===== src/include/cache_macros.svh =====
`ifndef CACHE_MACROS_SVH
`define CACHE_MACROS_SVH

////////////////////////////////////////
// Cache geometry
////////////////////////////////////////

// Associativity
// Any power of two from 2 up works with the tree LRU
`define NUM_WAYS 4

// Set index width, 16 sets
`define SET_BITS 4

// Stored tag width
// Request address is {tag, set}, 12 bits in all
`define TAG_BITS 8

////////////////////////////////////////
// Derived values
////////////////////////////////////////

// Number of sets in every array
`define NUM_SETS (1 << `SET_BITS)

// Width of a binary way number
`define WAY_BITS ($clog2(`NUM_WAYS))

`endif


===== src/hdl/cacheGeomPkg.sv =====
`include "cache_macros.svh"

package cacheGeomPkg;

  ////////////////////////////////////////
  // Address split
  ////////////////////////////////////////

  // Upper part of the request address
  // One entry of the tag array
  typedef logic [`TAG_BITS-1:0] tagT;

  // Lower part of the request address
  // Selects one row in every array
  typedef logic [`SET_BITS-1:0] setIndexT;

  ////////////////////////////////////////
  // Way vectors
  ////////////////////////////////////////

  // One bit per way
  // One-hot when it names a way
  // Plain bit set when it lists valid ways
  typedef logic [`NUM_WAYS-1:0] wayMaskT;

endpackage


===== src/hdl/replacePkg.sv =====
`include "cache_macros.svh"

package replacePkg;

  ////////////////////////////////////////
  // Replacement state
  ////////////////////////////////////////

  // Binary way number
  // Used while walking or updating the tree
  typedef logic [`WAY_BITS-1:0] wayIndexT;

  // Tree pseudo-LRU bits of one set
  // Root node is the top bit, heap order below it
  // A bit of 0 points to the lower half, 1 to the upper half
  typedef logic [`NUM_WAYS-2:0] treeBitsT;

endpackage


===== src/hdl/lookupIf.sv =====
`timescale 1ns/1ps

interface lookupIf;

  import cacheGeomPkg::*;

  // Set addressed by the request in stage one
  setIndexT setIndex;

  // Stage two view of the set
  // Valid bits of all ways
  wayMaskT  validWay;
  // Valid tag match, zero on a miss
  wayMaskT  hitWay;

  // Stage two commands
  // Promote the accessed way
  logic     updateEn;
  // Miss, write the tag into the victim
  logic     fill;

  // Victim chosen by the replacement logic, one-hot
  wayMaskT  victimWay;

  // Tag and valid side
  modport directory (
    output setIndex,
    output validWay,
    output hitWay,
    output updateEn,
    output fill,
    input  victimWay
  );

  // Replacement side
  modport replace (
    input  setIndex,
    input  validWay,
    input  hitWay,
    input  updateEn,
    input  fill,
    output victimWay
  );

endinterface


===== src/hdl/cacheDirectory.sv =====
`timescale 1ns/1ps

module cacheDirectory (
  input  logic                   clk,
  input  logic                   reset,
  input  logic                   reqValid,
  input  cacheGeomPkg::tagT      reqTag,
  input  cacheGeomPkg::setIndexT reqSet,
  input  logic                   invalidateAll,
  output logic                   respValid,
  output logic                   respHit,
  output cacheGeomPkg::wayMaskT  respWay
);

  ////////////////////////////////////////
  // Lookup bundle between the two halves
  ////////////////////////////////////////

  // Set, way masks and LRU command of one lookup
  lookupIf lookup ();

  ////////////////////////////////////////
  // Tag and valid side
  ////////////////////////////////////////

  // Owns the response, one cycle after reqValid
  tagDirectory tagDirectory_inst (
    .clk           (clk),
    .reset         (reset),
    .reqValid      (reqValid),
    .reqTag        (reqTag),
    .reqSet        (reqSet),
    .invalidateAll (invalidateAll),
    .respValid     (respValid),
    .respHit       (respHit),
    .respWay       (respWay),
    .lookup        (lookup.directory)
  );

  ////////////////////////////////////////
  // Replacement side
  ////////////////////////////////////////

  // Tree pseudo-LRU, victim back through the bundle
  pseudoLru pseudoLru_inst (
    .clk           (clk),
    .reset         (reset),
    .invalidateAll (invalidateAll),
    .lookup        (lookup.replace)
  );

endmodule


===== src/hdl/pseudoLru.sv =====
`timescale 1ns/1ps
`include "cache_macros.svh"

module pseudoLru (
  input  logic     clk,
  input  logic     reset,
  input  logic     invalidateAll,
  lookupIf.replace lookup
);

  import cacheGeomPkg::*;
  import replacePkg::*;

  // One tree entry per set
  treeBitsT treeMem [`NUM_SETS];

  // Stage two copy of the looked-up set
  treeBitsT curTree;
  setIndexT s2Set;

  // Promoted tree for the stage two set
  treeBitsT nextTree;

  // Victim selection
  logic     allValid;
  wayMaskT  firstInvalid;
  wayIndexT treeWay;
  wayMaskT  treeVictim;

  // Way touched by this access
  wayMaskT  accessWay;
  wayIndexT accessIdx;

  ////////////////////////////////////////
  // Stage one tree capture
  ////////////////////////////////////////

  // Tree bits of the addressed set
  // Bypassed when stage two writes that row
  always_ff @(posedge clk) begin : stageTree
    if (reset || invalidateAll) begin
      curTree <= '0;
    end else if (lookup.updateEn && (s2Set == lookup.setIndex)) begin
      curTree <= nextTree;
    end else begin
      curTree <= treeMem[lookup.setIndex];
    end
  end

  // Row written at the end of stage two
  always_ff @(posedge clk) begin : stageSet
    s2Set <= lookup.setIndex;
  end

  ////////////////////////////////////////
  // Victim selection
  ////////////////////////////////////////

  assign allValid = &lookup.validWay;

  // Lowest zero bit of the valid mask
  assign firstInvalid = ~lookup.validWay & (lookup.validWay + 1'b1);

  // Walk down from the root
  // Node k sits at bit NUM_WAYS-1-k
  always_comb begin : treeWalk
    int node;
    node = 1;
    for (int lvl = 0; lvl < `WAY_BITS; lvl++) begin
      // 0 takes the lower child, 1 the upper
      node = 2 * node + int'(curTree[`NUM_WAYS - 1 - node]);
    end
    // Leaves are numbered from NUM_WAYS upwards
    treeWay = wayIndexT'(node - `NUM_WAYS);
  end

  assign treeVictim = wayMaskT'(1) << treeWay;

  // Empty ways are used before anything is evicted
  assign lookup.victimWay = allValid ? treeVictim : firstInvalid;

  ////////////////////////////////////////
  // Promotion
  ////////////////////////////////////////

  // Victim when filling and the hit way otherwise
  assign accessWay = lookup.fill ? lookup.victimWay : lookup.hitWay;

  // One-hot to binary
  always_comb begin : encodeAccess
    accessIdx = '0;
    for (int w = 0; w < `NUM_WAYS; w++) begin
      if (accessWay[w]) begin
        accessIdx = accessIdx | wayIndexT'(w);
      end
    end
  end

  // Every node on the path points away from the accessed way
  always_comb begin : promote
    int   node;
    logic dir;
    node     = 1;
    nextTree = curTree;
    for (int lvl = 0; lvl < `WAY_BITS; lvl++) begin
      // Way number bits taken MSB first
      // Root decides the top half
      dir                             = accessIdx[`WAY_BITS - 1 - lvl];
      nextTree[`NUM_WAYS - 1 - node]  = ~dir;
      node                            = 2 * node + int'(dir);
    end
  end

  // Tree write at the end of stage two
  // Invalidate clears every set
  always_ff @(posedge clk) begin : treeArray
    if (reset || invalidateAll) begin
      for (int s = 0; s < `NUM_SETS; s++) begin
        treeMem[s] <= '0;
      end
    end else if (lookup.updateEn) begin
      treeMem[s2Set] <= nextTree;
    end
  end

  ////////////////////////////////////////
  // Checks
  ////////////////////////////////////////

  // Replacement always names exactly one way
  victimOneHot: assert property (@(posedge clk) disable iff (reset)
    $onehot(lookup.victimWay))
    else $error("pseudoLru: victimWay is not one-hot");

endmodule


===== src/hdl/tagDirectory.sv =====
`timescale 1ns/1ps
`include "cache_macros.svh"

module tagDirectory (
  input  logic                   clk,
  input  logic                   reset,
  input  logic                   reqValid,
  input  cacheGeomPkg::tagT      reqTag,
  input  cacheGeomPkg::setIndexT reqSet,
  input  logic                   invalidateAll,
  output logic                   respValid,
  output logic                   respHit,
  output cacheGeomPkg::wayMaskT  respWay,
  lookupIf.directory             lookup
);

  import cacheGeomPkg::*;

  // Arrays, one row per set
  tagT      tagMem [`NUM_SETS][`NUM_WAYS];
  wayMaskT  validMem [`NUM_SETS];

  // Stage two registers
  logic     s2Req;
  tagT      s2Tag;
  setIndexT s2Set;
  tagT      curTags [`NUM_WAYS];
  wayMaskT  curValid;

  // Stage two results
  wayMaskT  matchWay;
  wayMaskT  hitWay;
  logic     isHit;
  logic     missFill;

  // Stage one reads the row that stage two is filling
  logic     sameSetFill;

  ////////////////////////////////////////
  // Stage one, capture the addressed set
  ////////////////////////////////////////

  // Replacement logic reads the same row in the same cycle
  assign lookup.setIndex = reqSet;

  // Fill is dropped under invalidate, so no forwarding then
  assign sameSetFill = missFill & ~invalidateAll & (s2Set == reqSet);

  // Request strobe and cleared valid copy
  always_ff @(posedge clk) begin : stageCtrl
    if (reset) begin
      s2Req    <= 1'b0;
      curValid <= '0;
    end else begin
      s2Req <= reqValid;
      if (invalidateAll) begin
        // Same-cycle request sees an empty cache
        curValid <= '0;
      end else if (sameSetFill) begin
        curValid <= validMem[reqSet] | lookup.victimWay;
      end else begin
        curValid <= validMem[reqSet];
      end
    end
  end

  // Tag copy of the addressed set
  always_ff @(posedge clk) begin : stageData
    s2Tag <= reqTag;
    s2Set <= reqSet;
    for (int w = 0; w < `NUM_WAYS; w++) begin
      // Victim way takes the tag being written this edge
      if (sameSetFill && lookup.victimWay[w]) begin
        curTags[w] <= s2Tag;
      end else begin
        curTags[w] <= tagMem[reqSet][w];
      end
    end
  end

  ////////////////////////////////////////
  // Stage two, compare and respond
  ////////////////////////////////////////

  // Valid tag match per way
  always_comb begin : compare
    for (int w = 0; w < `NUM_WAYS; w++) begin
      matchWay[w] = curValid[w] && (curTags[w] == s2Tag);
    end
  end

  // Only a live request can hit
  assign hitWay   = s2Req ? matchWay : '0;
  assign isHit    = |hitWay;
  assign missFill = s2Req & ~isHit;

  // Commands to the replacement logic
  assign lookup.validWay = curValid;
  assign lookup.hitWay   = hitWay;
  assign lookup.updateEn = s2Req;
  assign lookup.fill     = missFill;

  // Response, one cycle after the request strobe
  assign respValid = s2Req;
  assign respHit   = isHit;
  // Hit way, else the way being filled
  assign respWay   = isHit ? hitWay : lookup.victimWay;

  ////////////////////////////////////////
  // Array writes at the end of stage two
  ////////////////////////////////////////

  // Valid bits, cleared as a whole by invalidate
  always_ff @(posedge clk) begin : validArray
    if (reset || invalidateAll) begin
      for (int s = 0; s < `NUM_SETS; s++) begin
        validMem[s] <= '0;
      end
    end else if (missFill) begin
      validMem[s2Set] <= validMem[s2Set] | lookup.victimWay;
    end
  end

  // Tag written into the victim way on a miss
  always_ff @(posedge clk) begin : tagArray
    if (missFill && !invalidateAll) begin
      for (int w = 0; w < `NUM_WAYS; w++) begin
        if (lookup.victimWay[w]) begin
          tagMem[s2Set][w] <= s2Tag;
        end
      end
    end
  end

  ////////////////////////////////////////
  // Checks
  ////////////////////////////////////////

  // Fills only go to missing tags, so a tag lives in one way at most
  hitWayOneHot: assert property (@(posedge clk) disable iff (reset)
    $onehot0(lookup.hitWay))
    else $error("tagDirectory: hitWay has more than one bit set");

  // Victim from the replacement side must name exactly one way
  respWayOneHot: assert property (@(posedge clk) disable iff (reset)
    respValid |-> $onehot(respWay))
    else $error("tagDirectory: respWay not one-hot with respValid");

endmodule


===== config.mk =====
export PLATFORM = sky130hd
export DESIGN_NAME = cacheDirectory
export DESIGN_NICKNAME = d
export VERILOG_FILES = /design/src/hdl/cacheGeomPkg.sv /design/src/hdl/replacePkg.sv /design/src/hdl/lookupIf.sv /design/src/hdl/cacheDirectory.sv /design/src/hdl/pseudoLru.sv /design/src/hdl/tagDirectory.sv
export VERILOG_INCLUDE_DIRS = /design/src /design/src/include
export SDC_FILE = /design/constraint.sdc
export NUM_CORES = 1
export LEC_CHECK = 0
export BUFFER_PORTS_ARGS = -buffer_cell sky130_fd_sc_hd__clkbuf_2
export CAP_MARGIN = 20
export CORE_MARGIN = 1
export CORE_UTILIZATION = 65
export CTS_BUF_LIST = sky130_fd_sc_hd__clkbuf_4
export DETAILED_ROUTE_END_ITERATION = 12
export MAX_ROUTING_LAYER = met4
export PLACE_DENSITY = 0.78
export SLEW_MARGIN = 20
export SYNTH_ARGS = -nofsm -noshare
export SYNTH_HDL_FRONTEND = slang
export SYNTH_SLANG_ARGS = --single-unit

===== constraint.sdc =====
create_clock -name clk -period 4.5 [get_ports clk]
set_input_delay 0.225 -clock clk [delete_from_list [all_inputs] [get_ports clk]]
set_output_delay 0.225 -clock clk [all_outputs]
set_load 0.05 [all_outputs]

# After elaboration in Yosys (flattened, before gate mapping)
# Memories as Yosys holds them, arrays and structs flattened. A register that Yosys moved wholly into a read port is not among the register bits.
# Cells that the tools add are included.
# W data, S select, Z words.
[classes]
n_addsub = 7
order_cmp = 3
eq_ne = 5
n_shift = 1
muxes = 56
bitwise = 15
n_reduce_logical = 17
[ops]
columns = ["operator", "n"]
rows = [
  ["$lt A32 B4 Y1 const B", 2],
  ["$mux W1", 38],
  ["$eq A8 B8 Y1", 4],
  ["$ge A32 B1 Y1 const B", 1],
  ["$mux W4", 8],
  ["$mux W8", 4],
  ["$sub A3 B32 Y32 const A", 1],
  ["$logic_and A1 B1 Y1", 10],
  ["$or A4 B4 Y4", 2],
  ["$reduce_or A4 Y1", 2],
  ["$add A2 B1 Y3 const A", 2],
  ["$add A4 B1 Y4 const B", 1],
  ["$and A4 B4 Y4", 1],
  ["$eq A4 B4 Y1", 1],
  ["$mux W2", 2],
  ["$not A1 Y1", 4],
  ["$not A4 Y4", 1],
  ["$or A1 B1 Y1", 4],
  ["$reduce_and A4 Y1", 1],
  ["$shl A1 B2 Y4 const A", 1],
  ["$sub A2 B3 Y4 const A", 1],
  ["$and A1 B1 Y1", 3],
  ["$bwmux W3", 1],
  ["$mux W3", 1],
  ["8 further kinds", 8],
]
[totals]
regBits = 17
mem_bits_rw = 656
output_inout_bits = 6
n_memories = 4
[memory_table]
columns = ["name", "depth", "word_bits", "read_ports", "rd_ports_with_merged_regs", "write_ports", "line", "source"]
rows = [
  ["tagDirectory_inst.tagMem", 16, 32, 1, 0, 1, "tagDirectory.sv:20", "tagT tagMem [`NUM_SETS][`NUM_WAYS];"],
  ["tagDirectory_inst.validMem", 16, 4, 2, 1, 16, "tagDirectory.sv:21", "wayMaskT validMem [`NUM_SETS];"],
  ["pseudoLru_inst.treeMem", 16, 3, 1, 1, 16, "pseudoLru.sv:15", "treeBitsT treeMem [`NUM_SETS];"],
  ["tagDirectory_inst.curTags", 4, 8, 4, 0, 4, "tagDirectory.sv:27", "tagT curTags [`NUM_WAYS];"],
]

# Longest topological paths before layout
[depth]
depth_word = 21
ltp_mapped = 10
depth_no_buf = 7

# Hierarchy
# From an unflattened synthesis, not the netlist that was laid out.
[hier_totals]
cells_unflattened = 1536
hier_area_um2 = 27969.3
[by_module_without_submodules]
columns = ["mod", "n_inst", "cells_each", "area_each_um2", "seq_area_each_um2"]
rows = [
  ["tagDirectory", 1, 1323, 25353.1, 18277.5],
  ["pseudoLru", 1, 213, 2616.3, 1581.5],
]

# Worst setup path after synthesis
# OpenSTA, ideal clock, no wires.
[synth_path]
path_type = "reg-to-reg"
startpoint = "reg tagDirectory_inst.s2Tag[7]"
endpoint = "mem tagDirectory_inst.validMem[0][0] (netlist name) (enable)"
setup_time_ns = 0.278
t_arrival_ns = 3.089
path_slack_ns = 1.132
stages_incl_launch_ff = 11
n_path_buf = 3
synth_period_minus_slack_ns = 3.368
cell_sequence = "dfxtp_1 buf_2 xnor2_1 nand3_1 or3_1 buf_2 and4_4 inv_2 buf_2 or2_2 nand2_1"
[synth_lines]
columns = ["element", "line", "source"]
rows = [
  ["from (decl)", "tagDirectory.sv:25", "tagT s2Tag;"],
  ["from (signal assigned)", "tagDirectory.sv:69", "s2Tag <= reqTag;"],
  ["to (decl)", "tagDirectory.sv:21", ""],
]

# Worst setup path after layout
[layout_path]
startpoint = "reg tagDirectory_inst.s2Tag[4]"
endpoint = "mem tagDirectory_inst.tagMem[15][12] (netlist name) (enable)"
[layout_between]
elab_chain_len = 9
[layout_rtl]
columns = ["element", "line", "source"]
rows = [
  ["$eq A8 B8 Y1", "tagDirectory.sv:88", "matchWay[w] = curValid[w] && (curTags[w] == s2Tag);"],
  ["$logic_and A1 B1 Y1", "tagDirectory.sv:88", ""],
  ["$mux W4 (*)", "tagDirectory.sv:93", "assign hitWay = s2Req ? matchWay : '0;"],
  ["$reduce_or A4 Y1 (*)", "tagDirectory.sv:94", "assign isHit = |hitWay;"],
  ["$not A1 Y1 (*)", "tagDirectory.sv:95", "assign missFill = s2Req & ~isHit;"],
  ["$and A1 B1 Y1 (*)", "tagDirectory.sv:95", ""],
  ["$logic_and A1 B1 Y1 (*)", "tagDirectory.sv:126", "if (missFill && !invalidateAll) begin"],
  ["$mux W1 (*)", "tagDirectory.sv:126", ""],
  ["$mux W1 (not written as such) (*)", "tagDirectory.sv:129", "tagMem[s2Set][w] <= s2Tag;"],
  ["to (decl)", "tagDirectory.sv:20", ""],
]
# Every way passes the cells marked *; elsewhere a longest branch is shown, timed or not.

==> Flow_metrics.wiki <==
{| class="wikitable"
! Metric !! Value
|-
| Int Pwr || 9770 uW
|-
| Setup repair after global routing missed its margin || false
|-
| Sequential group share of total power || 0.555
|-
| Proportion of netlist area held by the largest area contributor || 0.685
|-
| Hold Fails Final Rpt || 0
|-
| Routed via count || 14,500
|-
| Instance area at placement || 28,100 um^2
|-
| Required time of the critical path || roughly 5000 ps
|-
| HPWL after detailed placement || 40.0 mm
|-
| Synth Area in XOR/XNOR || 0.0115
|-
| Wire per inst || roughly 29 um
|-
| Setup clock skew after layout || 61.0 ps
|-
| Post-Syn Instances || 1,389
|-
| Arithmetic-cell share of the synthesized area counting full adders, half adders and majority gates || 0
|-
| Dominant combinational cell family by area after synthesis || multiplexers
|-
| Number of clock buffers inserted by TritonCTS || 160
|-
| DR DRC count || 0
|-
| Max-cap violations || 0
|-
| Slew Limit Headroom || 0.265
|-
| R2r endpoint || tagDirectory_inst.tagMem[15][12]
|-
| Final Cycle Share || 0.792
|-
| Start point of the critical path || tagDirectory_inst.s2Tag[4]
|-
| Post-route total power || 12,600 uW
|-
| Distinct cell type count after synthesis || 46
|-
| Most instantiated flip-flop cell in the synthesis netlist || sky130_fd_sc_hd__edfxtp_1
|-
| Die Y-Extent || 207 um
|-
| Cell taking the most area after synthesis || sky130_fd_sc_hd__edfxtp_1
|-
| Reg-to-reg critical path startpoint || tagDirectory_inst.s2Tag[4]
|-
| Power dissipated by switching net loads || roughly 2900 uW
|-
| Ranking of synthesized cells by area || sky130_fd_sc_hd__edfxtp_1 (68%), sky130_fd_sc_hd__mux4_2 (18%), sky130_fd_sc_hd__dfxtp_1 (3.8%), sky130_fd_sc_hd__nor2_1 (2.5%), sky130_fd_sc_hd__mux2_2 (1.3%)
|-
| Number of nets in the finished design || ~1,600
|-
| Data arrival time of the critical path || 4030 ps
|-
| Flop and latch count out of synthesis || approximately 680
|-
| Most instantiated cells after synthesis || sky130_fd_sc_hd__edfxtp_1 (624), sky130_fd_sc_hd__mux4_2 (215), sky130_fd_sc_hd__nor2_1 (181)
|-
| Maximum number of pins on one net before global-route repair || 71
|-
| Run status || complete, no violations
|-
| Clock tree from TritonCTS || done
|-
| Highest Clock Rate || 0.281 GHz
|-
| Simple-Gate Fraction of Synth Area || 0.0532
|-
| Final standard cell utilization of the core || 0.737
|-
| Number of max-slew violations in the final report || 0
|-
| Type of element capturing the critical path || register
|-
| Kind of critical path || reg -> reg
|-
| Via count of the first global-routing pass || 14,600
|-
| IO Pins || 22
|-
| Setup Total Neg Slack || 0 ps
|-
| Top-count cell post-synth || sky130_fd_sc_hd__edfxtp_1
|-
| Iteration-0 DRC count of the detailed router || 1,686
|-
| Path type of the worst min-delay path || in -> reg
|-
| Core Area || 41,200 um^2
|-
| Total track usage || 0.321
|-
| Die outline area || 42,900 um^2
|-
| Power density over the cells || 416 nW/um^2
|-
| Multiplexer share of the synthesized area || 0.190
|-
| Row cnt || 74
|-
| Total non-filler cell area in the finished layout || 30,400 um^2
|-
| Count of buffers inserted at the top-level ports || 21
|-
| Total congestion overflow after global routing || 0
|-
| Sequential cell area fraction in the yosys report || 0.723
|-
| Mean Syn Cell Area || 19.7 um^2
|-
| Worst Setup Start Kind || register
|-
| Max Buffers Root-to-Sink || 3
|-
| Share of total power consumed by net switching || 0.227
|-
| Min Clock Period, post-route || 3560 ps
|-
| Slew of the pin with the lowest slew margin || approximately 1100 ps
|-
| Initial Utilization || 0.664
|-
| Insertion delay to the later sink of the worst-skew pair || 870 ps
|-
| Chip width || between 200 and 250 um
|-
| Setup violation total in the final timing report || 0
|-
| Clock root buffer || sky130_fd_sc_hd__clkbuf_4
|-
| Number of buffers inserted by hold repair at cts || 24
|-
| Crit path capture || tagDirectory_inst.tagMem[15][12]
|-
| Worst Reg-to-Reg Cells || 6
|-
| Post-CTS Setup Repair Bufs || 0
|-
| Largest fanout on the critical path || 26
|-
| Area growth, synth to finish || 10.9%
|-
| Total Wirelength || 63.7 mm
|-
| RePlAce Congestion || ~0.90
|-
| Async set-reset flop share out of synthesis || 0
|-
| Antenna violations before repair || 2
|-
| Fraction of final layout cells sized beyond drive strength 1 || 0.356
|-
| Number of nets still failing antenna checks after routing || 0
|-
| Wire length of the first global-routing pass || approximately 95 mm
|-
| Mapped Area || roughly 27,000 um^2
|-
| Synthesized Nets || 1,405
|-
| Per-cell via count in the routed design || 6.56
|-
| VDD IR-drop max || 0.000301 V
|-
| Static leakage power || 0.0101 uW
|-
| Clock sink count || 676
|-
| Relative contribution of combinational cells to total power || 0.057
|-
| Compound-gate portion of the synthesized area || 0.00613
|-
| EDFF count, synth || 624
|-
| Number of H-tree levels || 4
|-
| Number of gates resized after cts || 0
|-
| Clock network power share || 0.388
|-
| FF-to-FF setup slack || 940 ps
|-
| Clock transition time at the flip-flop clock pins of the worst setup and hold paths || ~70 ps
|-
| Count of synthesis-stage warnings from yosys || 0
|-
| Count of TritonRoute iterations in the first routing pass || 5
|}
-- worst max-delay path, cell delays in order, from the launching register on --
cell and delay, ps:
sky130_fd_sc_hd__dfxtp_2 740, sky130_fd_sc_hd__xnor2_1 150, sky130_fd_sc_hd__nand4_1 110, sky130_fd_sc_hd__or3_1 240
sky130_fd_sc_hd__and4_4 360, sky130_fd_sc_hd__nand3_1 660, sky130_fd_sc_hd__nor2_1 890
-- flip-flops by register name (all words and copies together), names as in the netlist --
| name | cells |
|---|---|
| pseudoLru_inst.curTree | 3 |
| tagDirectory_inst.validMem | 64 |
| tagDirectory_inst.tagMem | 512 |
| pseudoLru_inst.treeMem | 48 |
| pseudoLru_inst.s2Set | 4 |
| tagDirectory_inst.lookup.updateEn | 1 |
| tagDirectory_inst.curTags | 32 |
| tagDirectory_inst.s2Tag | 8 |
| tagDirectory_inst.lookup.validWay | 4 |
-- kinds of logic (layout without fill, tap and decap cells) --
| family | after synthesis | count (layout) |
|---|---|---|
| AOI/OAI and AO/OA | 20 | 20 |
| xor gates and xnor gates | 36 | 36 |
| buffers and inverters | 88 | 378 |
| DFF | 676 | 676 |
| muxes | 247 | 247 |
| other | 0 | 4 |
| and+or+nand+nor | 322 | 322 |
-- stage by stage --
step / cells / hold slack, ps / setup WS (ps)
after detailed placement: 1897 / 334 / 1020
after floorplan: 1389 / 253 / 1130
final: 2215 / 93.7 / 937
after CTS: 2211 / 8.43 / 936
after global routing: 2213 / 55.7 / 792
after global placement: 1897 / 329 / 1230
-- power groups by stage --
stage          Combinational (uW)  Sequential, uW  Clock, uW
2_1_floorplan                 471            7140          0
5_1_grt                       759            7010       5270
4_1_cts                       724            7010       4970
6_report                      721            7010       4900
3_5_place_dp                  705            7140          0
3_3_place_gp                  698            7140          0
-- worst min path at each step --
stage                         start                         end  slack, ps  cells after the start
after global routing      reqTag[1]  tagDirectory_inst.s2Tag[1]         60                      2
after detailed placement  reqTag[0]  tagDirectory_inst.s2Tag[0]        330                      1
final                     reqTag[1]  tagDirectory_inst.s2Tag[1]         90                      2
after floorplan           reqSet[0]     pseudoLru_inst.s2Set[0]        250                      0
after CTS                 reqTag[1]  tagDirectory_inst.s2Tag[1]          8                      2
after global placement    reqTag[0]  tagDirectory_inst.s2Tag[0]        330                      1
-- area by class of cell --
cell class / count / area (um^2)
Antenna cell: 4 / 10.0
Clock buffer: 227 / 1700
Clock inverter: 63 / 338
Fill cell: 2358 / 10800
Inverter: 5 / 18.8
Multi-Input combinational cell: 625 / 7140
Sequential cell: 676 / 19800
Tap cell: 532 / 666
Timing Repair Buffer: 83 / 684
-- layout by cell type (no fill, tap or decap), drive strengths merged, types with 2 or more instances in the layout --
master	instances
edfxtp	624
clkbuf	245
mux4	215
nor2	186
nand2	54
dfxtp	52
clkinv	50
buf	41
mux2	32
nand3	29
dlygate4sd3	24
xnor2	18
xor2	18
or2	17
inv	13
or3	7
nand4	6
nor2b	5
diode	4
a21boi	4
nor4	4
a21oi	4
and3	3
o21ai	3
nand2b	3
bufinv	3
nor3	3
nand4b	2
o311a	2
clkinvlp	2
-- per-layer routing --
layer / vias up / part of all wire / GRT usage
li1: 6036 / - / -
met1: 7411 / 0.38 / 0.448
met2: 947 / 0.48 / 0.467
met3: 143 / 0.10 / 0.0697
met4: 0 / 0.036 / 0.142
met5: - / 0 / -
No activity file was read; power rests on OpenSTA's default activity.
